===== src/clk_ctrl_pkg.sv =====
// Speed and CPU state enums, turbo masks, divider width and speed-to-mask function
package clk_ctrl_pkg;

	// ==============================
	// Divider
	// ==============================
	localparam int DIV_WIDTH = 6;

	// Applied to the low five counter bits, CPU period is mask+1
	typedef logic [4:0] turbo_mask_t;

	localparam turbo_mask_t TURBO_ORIG = 5'b11111; // 3.5 MHz
	localparam turbo_mask_t TURBO_7M   = 5'b01111;
	localparam turbo_mask_t TURBO_14M  = 5'b00111;
	localparam turbo_mask_t TURBO_28M  = 5'b00011;
	localparam turbo_mask_t TURBO_56M  = 5'b00001; // p/n alternate every cycle

	// ==============================
	// Speed settings
	// ==============================
	typedef enum logic [2:0] {
		SPEED_ORIG = 3'd0,
		SPEED_7M   = 3'd1,
		SPEED_14M  = 3'd2,
		SPEED_28M  = 3'd3,
		SPEED_56M  = 3'd4
	} speed_e;

	// CPU enable FSM
	typedef enum logic [1:0] {
		ST_RUN      = 2'd0,
		ST_SETTLE   = 2'd1,
		ST_WAIT_RAM = 2'd2,
		ST_PAUSED   = 2'd3
	} cpu_state_e;

	function automatic turbo_mask_t speed_to_mask(input speed_e spd);
		case (spd)
			SPEED_7M:  return TURBO_7M;
			SPEED_14M: return TURBO_14M;
			SPEED_28M: return TURBO_28M;
			SPEED_56M: return TURBO_56M;
			default:   return TURBO_ORIG; // Unused codes run at original speed
		endcase
	endfunction

endpackage


===== src/ce_divider.sv =====
// Free-running divider producing the 7 MHz strobes and turbo-masked CPU strobes
`timescale 1ns/1ps

module ce_divider (
	input  logic                      clk_sys,
	input  logic                      reset,
	input  clk_ctrl_pkg::turbo_mask_t turbo,
	output logic                      ce_7mp,
	output logic                      ce_7mn,
	output logic                      cpu_p,
	output logic                      cpu_n
);
	import clk_ctrl_pkg::*;

	logic [DIV_WIDTH-1:0] counter;
	turbo_mask_t          cnt_masked;
	turbo_mask_t          half_point;

	// ==============================
	// Masked counter decode
	// ==============================
	always_comb begin
		cnt_masked = counter[4:0] & turbo;
		// Top set bit of the mask, i.e. (mask+1)/2
		half_point = turbo ^ (turbo >> 1);
	end

	// ==============================
	// Counter and strobes
	// ==============================
	always_ff @(posedge clk_sys) begin
		if (reset) begin
			counter <= '0;
			ce_7mp  <= 1'b0;
			ce_7mn  <= 1'b0;
			cpu_p   <= 1'b0;
			cpu_n   <= 1'b0;
		end else begin
			counter <= counter + 1'b1;

			// Base 7 MHz pair, 8 cycles apart
			ce_7mp <= (counter[3:0] == 4'd0);
			ce_7mn <= (counter[3:0] == 4'd8);

			cpu_p <= (cnt_masked == '0);        // Start of CPU period
			cpu_n <= (cnt_masked == half_point); // Half a period later
		end
	end

endmodule


===== src/speed_request.sv =====
// Speed key and pause key handling with fast tape override of the requested mask
`timescale 1ns/1ps

module speed_request (
	input  logic                      clk_sys,
	input  logic                      reset,
	input  logic [4:0]                speed_key, // F4..F8, one per speed
	input  logic                      pause_key,
	input  logic                      mod_active,
	input  logic                      tape_active,
	input  logic                      fast_tape_en,
	output clk_ctrl_pkg::speed_e      speed,
	output logic                      paused,
	output clk_ctrl_pkg::turbo_mask_t turbo_req
);
	import clk_ctrl_pkg::*;

	logic [4:0] key_prev;
	logic [4:0] key_rise;
	logic       pause_prev;
	logic       pause_rise;
	logic       key_hit;
	speed_e     key_speed;
	logic       fast_tape;

	// ==============================
	// Edge detect
	// ==============================
	always_comb begin
		key_rise   = speed_key & ~key_prev;
		pause_rise = pause_key & ~pause_prev;
	end

	// Highest rising key wins
	always_comb begin
		key_hit   = 1'b0;
		key_speed = SPEED_ORIG;
		for (int i = 0; i < 5; i++) begin
			if (key_rise[i]) begin
				key_hit   = 1'b1;
				key_speed = speed_e'(i);
			end
		end
	end

	always_ff @(posedge clk_sys) begin
		if (reset) begin
			key_prev   <= '0;
			pause_prev <= 1'b0;
		end else begin
			key_prev   <= speed_key;
			pause_prev <= pause_key;
		end
	end

	// ==============================
	// Speed setting and pause flag
	// ==============================
	always_ff @(posedge clk_sys) begin
		if (reset) begin
			speed  <= SPEED_ORIG;
			paused <= 1'b0;
		end else begin
			if (key_hit && !mod_active) begin // Modifier held means another function
				speed <= key_speed;
			end

			if (pause_rise) paused <= ~paused;
		end
	end

	// Tape loading runs flat out when fast load is on
	assign fast_tape = tape_active & fast_tape_en;

	always_comb begin
		if (fast_tape) begin
			turbo_req = TURBO_56M;
		end else begin
			turbo_req = speed_to_mask(speed);
		end
	end

endmodule


===== src/cpu_en_fsm.sv =====
// CPU enable FSM owning the active turbo mask, settle period, RAM wait and pause
`timescale 1ns/1ps

module cpu_en_fsm #(
	parameter int SETTLE_STROBES = 3
) (
	input  logic                      clk_sys,
	input  logic                      reset,
	input  logic                      cpu_n,
	input  clk_ctrl_pkg::turbo_mask_t turbo_req,
	input  logic                      paused,
	input  logic                      ram_ready,
	output clk_ctrl_pkg::turbo_mask_t turbo,
	output logic                      cpu_en
);
	import clk_ctrl_pkg::*;

	localparam int CNT_W = $clog2(SETTLE_STROBES + 1);

	cpu_state_e state;
	logic [CNT_W-1:0] settle_cnt;
	logic             fast;
	logic             mask_change;

	// 28/56 MHz cannot hide RAM latency
	assign fast        = (turbo[4:2] == 3'b000);
	assign mask_change = (turbo_req != turbo);

	// ==============================
	// State machine, steps on cpu_n only
	// ==============================
	always_ff @(posedge clk_sys) begin
		if (reset) begin
			state      <= ST_RUN;
			settle_cnt <= '0;
			turbo      <= TURBO_ORIG;
			cpu_en     <= 1'b1;
		end else if (cpu_n) begin
			if (mask_change) begin
				// New speed, hold CPU while the clock settles
				turbo      <= turbo_req;
				cpu_en     <= 1'b0;
				settle_cnt <= CNT_W'(SETTLE_STROBES);
				state      <= ST_SETTLE;
			end else begin
				case (state)
					ST_SETTLE: begin
						if (settle_cnt != '0) begin
							settle_cnt <= settle_cnt - 1'b1;
						end else if (ram_ready) begin
							if (paused) begin
								state <= ST_PAUSED;
							end else begin
								state  <= ST_RUN;
								cpu_en <= 1'b1;
							end
						end
					end

					ST_RUN: begin
						if (paused) begin
							state  <= ST_PAUSED;
							cpu_en <= 1'b0;
						end else if (fast && !ram_ready) begin
							state  <= ST_WAIT_RAM; // Wait state
							cpu_en <= 1'b0;
						end
					end

					ST_WAIT_RAM: begin
						if (ram_ready) begin
							if (paused) begin
								state <= ST_PAUSED;
							end else begin
								state  <= ST_RUN;
								cpu_en <= 1'b1;
							end
						end
					end

					ST_PAUSED: begin
						if (!paused && ram_ready) begin
							state  <= ST_RUN;
							cpu_en <= 1'b1;
						end
					end

					default: begin
						state  <= ST_RUN;
						cpu_en <= 1'b1;
					end
				endcase
			end
		end
	end

endmodule


===== src/cpu_clock_ctrl.sv =====
// Top level of the CPU clock and speed controller with gated CPU strobes
`timescale 1ns/1ps

module cpu_clock_ctrl #(
	parameter int SETTLE_STROBES = 3
) (
	input  logic                 clk_sys,
	input  logic                 reset,
	input  logic [4:0]           speed_key,
	input  logic                 pause_key,
	input  logic                 mod_active,
	input  logic                 tape_active,
	input  logic                 fast_tape_en,
	input  logic                 ram_ready,
	output logic                 ce_7mp,
	output logic                 ce_7mn,
	output logic                 ce_cpu_p,
	output logic                 ce_cpu_n,
	output logic                 cpu_en,
	output logic                 paused,
	output clk_ctrl_pkg::speed_e speed
);
	import clk_ctrl_pkg::*;

	turbo_mask_t turbo_req; // Requested by keys or tape
	turbo_mask_t turbo;     // Active mask from the FSM
	logic        cpu_p;
	logic        cpu_n;

	// ==============================
	// Divider
	// ==============================
	ce_divider u_divider (
		.clk_sys (clk_sys),
		.reset   (reset),
		.turbo   (turbo),
		.ce_7mp  (ce_7mp),
		.ce_7mn  (ce_7mn),
		.cpu_p   (cpu_p),
		.cpu_n   (cpu_n)
	);

	speed_request u_speed_req (
		.clk_sys      (clk_sys),
		.reset        (reset),
		.speed_key    (speed_key),
		.pause_key    (pause_key),
		.mod_active   (mod_active),
		.tape_active  (tape_active),
		.fast_tape_en (fast_tape_en),
		.speed        (speed),
		.paused       (paused),
		.turbo_req    (turbo_req)
	);

	cpu_en_fsm #(
		.SETTLE_STROBES (SETTLE_STROBES)
	) u_cpu_en_fsm (
		.clk_sys   (clk_sys),
		.reset     (reset),
		.cpu_n     (cpu_n),
		.turbo_req (turbo_req),
		.paused    (paused),
		.ram_ready (ram_ready),
		.turbo     (turbo),
		.cpu_en    (cpu_en)
	);

	// CPU sees strobes only while enabled
	assign ce_cpu_p = cpu_p & cpu_en;
	assign ce_cpu_n = cpu_n & cpu_en;

endmodule


===== config.mk =====
export PLATFORM = sky130hd
export DESIGN_NAME = cpu_clock_ctrl
export DESIGN_NICKNAME = d
export VERILOG_FILES = /design/src/clk_ctrl_pkg.sv /design/src/ce_divider.sv /design/src/speed_request.sv /design/src/cpu_en_fsm.sv /design/src/cpu_clock_ctrl.sv
export SDC_FILE = /design/constraint.sdc
export NUM_CORES = 1
export LEC_CHECK = 0
export BUFFER_PORTS_ARGS = -buffer_cell sky130_fd_sc_hd__buf_2
export CAP_MARGIN = 20
export CORE_MARGIN = 2
export CORE_UTILIZATION = 62
export CTS_BUF_LIST = sky130_fd_sc_hd__clkbuf_4
export DETAILED_ROUTE_END_ITERATION = 8
export PLACE_DENSITY = 0.93
export SYNTH_ARGS = -nofsm -noshare
export SYNTH_HDL_FRONTEND = slang
export SYNTH_HIERARCHICAL = 1
export SYNTH_SLANG_ARGS = --single-unit

===== constraint.sdc =====
create_clock -name clk_sys -period 4.03 [get_ports clk_sys]
set_clock_uncertainty 0.15 [all_clocks]
set_input_delay 0.403 -clock clk_sys [delete_from_list [all_inputs] [get_ports clk_sys]]
set_output_delay 0.403 -clock clk_sys [all_outputs]
set_load 0.02 [all_outputs]

# Yosys cells after proc, flatten, opt, wreduce, memory -nomap -nowiden
# Index checks and enable logic that the tools add are counted.
[word_totals]
regBits = 30
wordCells = 84
output_inout_bits = 9
in_bits = 12
[classes]
n_addsub = 2
reduce_logical = 16
eq_ne = 13
mux = 30
bitwise = 10
[ops]
columns = ["operator", "n"]
rows = [
  ["$mux 2", 12],
  ["$pmux 5 s4", 1],
  ["$mux 1", 13],
  ["$and 5x5->5", 2],
  ["$pmux 2 s4", 1],
  ["$add 6x1->6 const B", 1],
  ["$eq 3x2->1 const B", 2],
  ["$reduce_bool 2->1", 3],
  ["$eq 5x5->1", 1],
  ["$logic_not 5->1", 1],
  ["$mux 5", 1],
  ["$ne 5x5->1", 1],
  ["$not 5->5", 1],
  ["$xor 5x4->5", 1],
  ["$and 1x1->1", 4],
  ["$eq 2x2->1 const B", 2],
  ["$eq 4x4->1 const B", 1],
  ["$logic_not 4->1", 1],
  ["$ne 4x2->1 const B", 1],
  ["$pmux 1 s4", 1],
  ["$reduce_and 4->1", 1],
  ["$eq 3x1->1 const B", 1],
  ["$eq 3x3->1 const B", 1],
  ["$logic_and 1x1->1", 3],
  ["11 further kinds", 14],
]

# Longest topological paths before layout
[depth]
ltp_word = 8
depth_mapped = 8

# Modules after synthesis
# Netlist, hierarchy kept.
[by_module_without_submodules]
columns = ["module", "cells_per_inst", "seq_area_each_um2", "area_each_um2", "n_inst"]
rows = [
  ["cpu_en_fsm", 67, 200.2, 606.8, 1],
  ["speed_request", 51, 200.2, 488.0, 1],
  ["ce_divider", 42, 180.2, 424.2, 1],
  ["cpu_clock_ctrl", 2, 0.0, 12.5, 1],
]

# Least setup slack after synthesis
# OpenSTA, ideal clock, no wires.
[synth_path]
path_kind = "flip-flop to flip-flop"
from = "register u_speed_req.speed[1]"
to = "register u_cpu_en_fsm.state[1]"
t_arrival_ns = 1.757
t_required_ns = 3.806
stages_incl_launch_ff = 9
period_less_slack_ns = 1.981
setup_slack_ns = 2.049
path_cell_list = "dfxtp_1 -> nor2_1 -> a22o_1 -> nor2_1 -> xor2_1 -> nor3_1 -> nand2_1 -> or3_1 -> a31oi_1"
[synth_between]
elab_chain_cells = 6
word_cells_on_any_way = 12
[synth_lines]
columns = ["element", "line", "rtl"]
rows = [
  ["start, declared", "speed_request.sv:12", "output clk_ctrl_pkg::speed_e speed,"],
  ["start signal, assigned", "speed_request.sv:65", "speed <= key_speed;"],
  ["$eq 3x3->1 (tied with other cells)", "clk_ctrl_pkg.sv:38", "case (spd)"],
  ["$pmux 5 s4 *", "clk_ctrl_pkg.sv:38", ""],
  ["$mux 5 *", "speed_request.sv:76", "if (fast_tape) begin"],
  ["named net turbo_req[3]", "cpu_clock_ctrl.sv:25", "turbo_mask_t turbo_req;"],
  ["$ne 5x5->1 *", "cpu_en_fsm.sv:27", "assign mask_change = (turbo_req != turbo);"],
  ["$ne 4x2->1 (no source line) (tied with other cells)", "n/a", ""],
  ["$reduce_and 4->1 (no source line)", "n/a", ""],
  ["end signal, assigned", "cpu_en_fsm.sv:34", "state <= ST_RUN;"],
  ["end signal, assigned", "cpu_en_fsm.sv:44", "state <= ST_SETTLE;"],
  ["end signal, assigned", "cpu_en_fsm.sv:52", "state <= ST_PAUSED;"],
  ["end, declared", "cpu_en_fsm.sv:20", "cpu_state_e state;"],
]
# Mark *: on every way through the listed nets, which the timed path passes. The rest lies on a longest branch.
# A chain may end at the register's enable or synchronous reset.

# Worst setup path in the final report
[layout_path]
from = "register u_cpu_en_fsm.turbo[2]"
to = "register u_cpu_en_fsm.state[1]"
[layout_between]
elab_chain_cells = 4
word_cells_on_any_way = 8
[layout_lines]
columns = ["element", "line", "rtl"]
rows = [
  ["start, declared", "cpu_en_fsm.sv:13", "output clk_ctrl_pkg::turbo_mask_t turbo,"],
  ["start signal, assigned", "cpu_en_fsm.sv:41", "turbo <= turbo_req;"],
  ["$logic_not 3->1", "cpu_en_fsm.sv:26", "assign fast = (turbo[4:2] == 3'b000);"],
  ["$logic_and 1x1->1", "cpu_en_fsm.sv:64", "end else if (fast && !ram_ready) begin"],
  ["$ne 4x2->1 (no source line)", "n/a", ""],
  ["$reduce_and 4->1 (no source line)", "n/a", ""],
  ["end signal, assigned", "cpu_en_fsm.sv:34", ""],
  ["end signal, assigned", "cpu_en_fsm.sv:62", "state <= ST_PAUSED;"],
  ["end signal, assigned", "cpu_en_fsm.sv:65", "state <= ST_WAIT_RAM;"],
]
# Parallel ways exist; a longest one is shown, timed or not.

==> flow_summary.ini <==
[clocking]
cts_tree = done
clkTransAtPathRegs_ns = 0.09
clkSinkCount = 29
root_buffer = clkbuf_4
cts_setup_buffers = 0
htree_levels = 2
clock_latency_ns = 0.35
cts_buffer_depth = 2
cts-resized-gates = 0
postCtsHoldBufs = 0
cts-buffers-inserted = 5

[critical_path]
startpoint = u_cpu_en_fsm/turbo[2]
crit_buf_inv = 0
worst_ep_required_time_ns = 4.15
crit_arrival_ns = 2.18
crit_fanout = 8
crit_path_cell_trace = or4_1 > and3_4 > a2111oi_4 > nand4_1 > a31oi_1
crit_type = reg -> reg
crit_path_start_kind = flop
slowest_stage = or4_1
slowest_delay_ns = 0.53
r2r_start = u_cpu_en_fsm/turbo[2]
endpoint_kind = flop
cp_top_family = simple AND/OR/NAND/NOR gates

[timing]
worst_slew_pin_slew_ns = 0.573
tns_ns = 0
setup_viol = 0
final_max_slew_viol_count = 0
whs_ns = 0.129
fin_crit_ns = 2.06
hold_viol_final = 0
period_share = 0.512
fmaxAchievable_ghz = 0.485
relSlewSlack = 0.617
rsz0062_at_grt = false

[synth]
netlist-cell-type-count = 50
synth_area_um2 = 1530
synth_seq_cells = 29
seq_area_frac_synth = 0.379
syn_inst = 162
synth_area_leaders = dfxtp_1 (38%), nor2b_1 (6.9%), ha_1 (4.9%)
yosysTopAreaCell = dfxtp_1
syn-num-nets = 180
ys_async_sr_fraction = 0
synth_top_area_frac = 0.379
synth_top_flop_cell = dfxtp_1
synth.avg_cell_area_um2 = 9.45
ys_warn_count = 6
synth_edf_count = 0

[routing]
first_pass_iters = 4
routedWlPerCell_um = 13.7
final_antenna_net_count = 0
drtIter0Drc = 25
avgViaCountPerCell = 5.72
wirelength_um = 2930
vias = 1225
drc = 0

[power]
power_density_nw_per_um2 = 330
ir_worst_vdd_uv = 328
p_leak_nw = 0.665

[grt]
grt_usage = 0.244
grt_pass1_wl_um = 4840
grt_max_degree = 31
antenna_found_initial = 0
grt-ovfl-total = 0
grt_pass1_vias = 1158

[worst_hold_path]
hp-class = in -> reg
hp-start = speed_key[0]

[flow_run]
maxCapViolations = 0

[floorplanning]
die_w_um = 53.7
rows = 18
initial_utilization = 0.636
die-area_um2 = 2880
die_y_um = 53.7
io_pins = 21
coreArea_um2 = 2410

[placed_design]
hpwl_um = 2110
portBuffers = 20
place.gp.congestion = 0.798

[outcome]
outcome = finished clean

[layout]
nFillCells = 195
finish.net_count = 201
area_growth_pct = 9.48
diodes = 0
drive_above_1_share = 0.223
## stage by stage
step	instances	utilization	power [mW]	area, um2	worst slack (ns)
2_1_floorplan	162	-	0.376	1530	2.05
5_1_grt	214	0.696	0.576	1680	1.78
3_3_place_gp	206	0.675	0.390	1630	1.98
6_report	214	0.696	0.553	1680	1.97
4_1_cts	214	0.696	0.558	1680	1.97
3_5_place_dp	206	0.675	0.396	1630	1.92
## final cells by class
cell class | instances | area [um2] | area share
clock inverter | 3 | 12.5 | 0.00746
tap | 30 | 37.5 | 0.0224
clock buffer | 5 | 37.5 | 0.0224
timing repair buffer | 20 | 100 | 0.0597
sequential | 29 | 581 | 0.346
inverter | 9 | 33.8 | 0.0201
multi-input combinational | 118 | 875 | 0.522
## layer usage
layer,up-vias,GRT usage,share of wire
met2,31,0.411,0.50
met3,7,0.0583,0.046
met5,-,0,0
met4,0,0.188,0.029
li1,606,-,-
met1,581,0.262,0.42
## final timing paths
| kind | to | slack, ns | depth (start not counted) |
|---|---|---|---|
| max | u_cpu_en_fsm/state[1] | 1.97 | 5 |
| min | u_speed_req/key_prev[0] | 0.13 | 2 |
| max reg2reg | u_cpu_en_fsm/state[1] | 1.97 | 5 |
| min reg2reg | u_cpu_en_fsm/settle_cnt[1] | 0.32 | 2 |
## Yosys cell counts, types with 2 or more instances
master,instances
xnor2_1,2
clkbuf_1,2
a41o_1,3
dfxtp_1,29
o21ai_1,2
buf_6,2
a21oi_1,7
nor2b_2,3
a211o_1,5
nor2b_1,17
nand3_1,4
o21ai_0,5
inv_1,9
nand2_1,6
nor2_1,14
nor3_1,3
ha_1,6
nor2b_4,3
xor2_1,7
and2_1,3
## placed cells by master, fill, tap and decap left out, drive strengths merged, types with 2 or more instances in the layout
cell	n
nand2	6
nand3	4
a211o	5
xor2	7
buf	20
inv	9
a2111oi	2
nor3	3
nor2b	23
mux2	2
o21ai	8
dfxtp	29
a41o	3
xnor2	2
and2	3
clkbuf	5
nor2	14
ha	6
nor4	2
clkinv	3
a21oi	8
## power by group
part	total [mW]	switching, mW	internal [mW]
sequential	0.309	0.0115	0.297
combinational	0.0805	0.0431	0.0374
clock	0.163	0.101	0.0627
total	0.553	0.155	0.397
## kinds of logic (layout without fill, tap and decap cells)
group	count (synthesis)	count (layout)	share of synthesized area
adder cells (fa/ha/maj)	6	6	0.0490
flip-flops	29	29	0.379
AO/OA/AOI/OAI	34	34	0.175
XOR/XNOR	9	9	0.0515
buffers and inverters	15	37	0.0498
AND/OR/NAND/NOR	65	65	0.270
multiplexers	3	3	0.0237
other	1	1	0.00245
## sequential cells by signal, indices dropped and copies added (netlist names), 2 cells and up
| register | cells |
|---|---|
| u_speed_req/speed | 3 |
| u_speed_req/key_prev | 5 |
| u_cpu_en_fsm/settle_cnt | 2 |
| u_cpu_en_fsm/turbo | 5 |
| u_cpu_en_fsm/state | 2 |
| u_divider/counter | 5 |
Note: power is estimated with default switching activity, not from simulation.
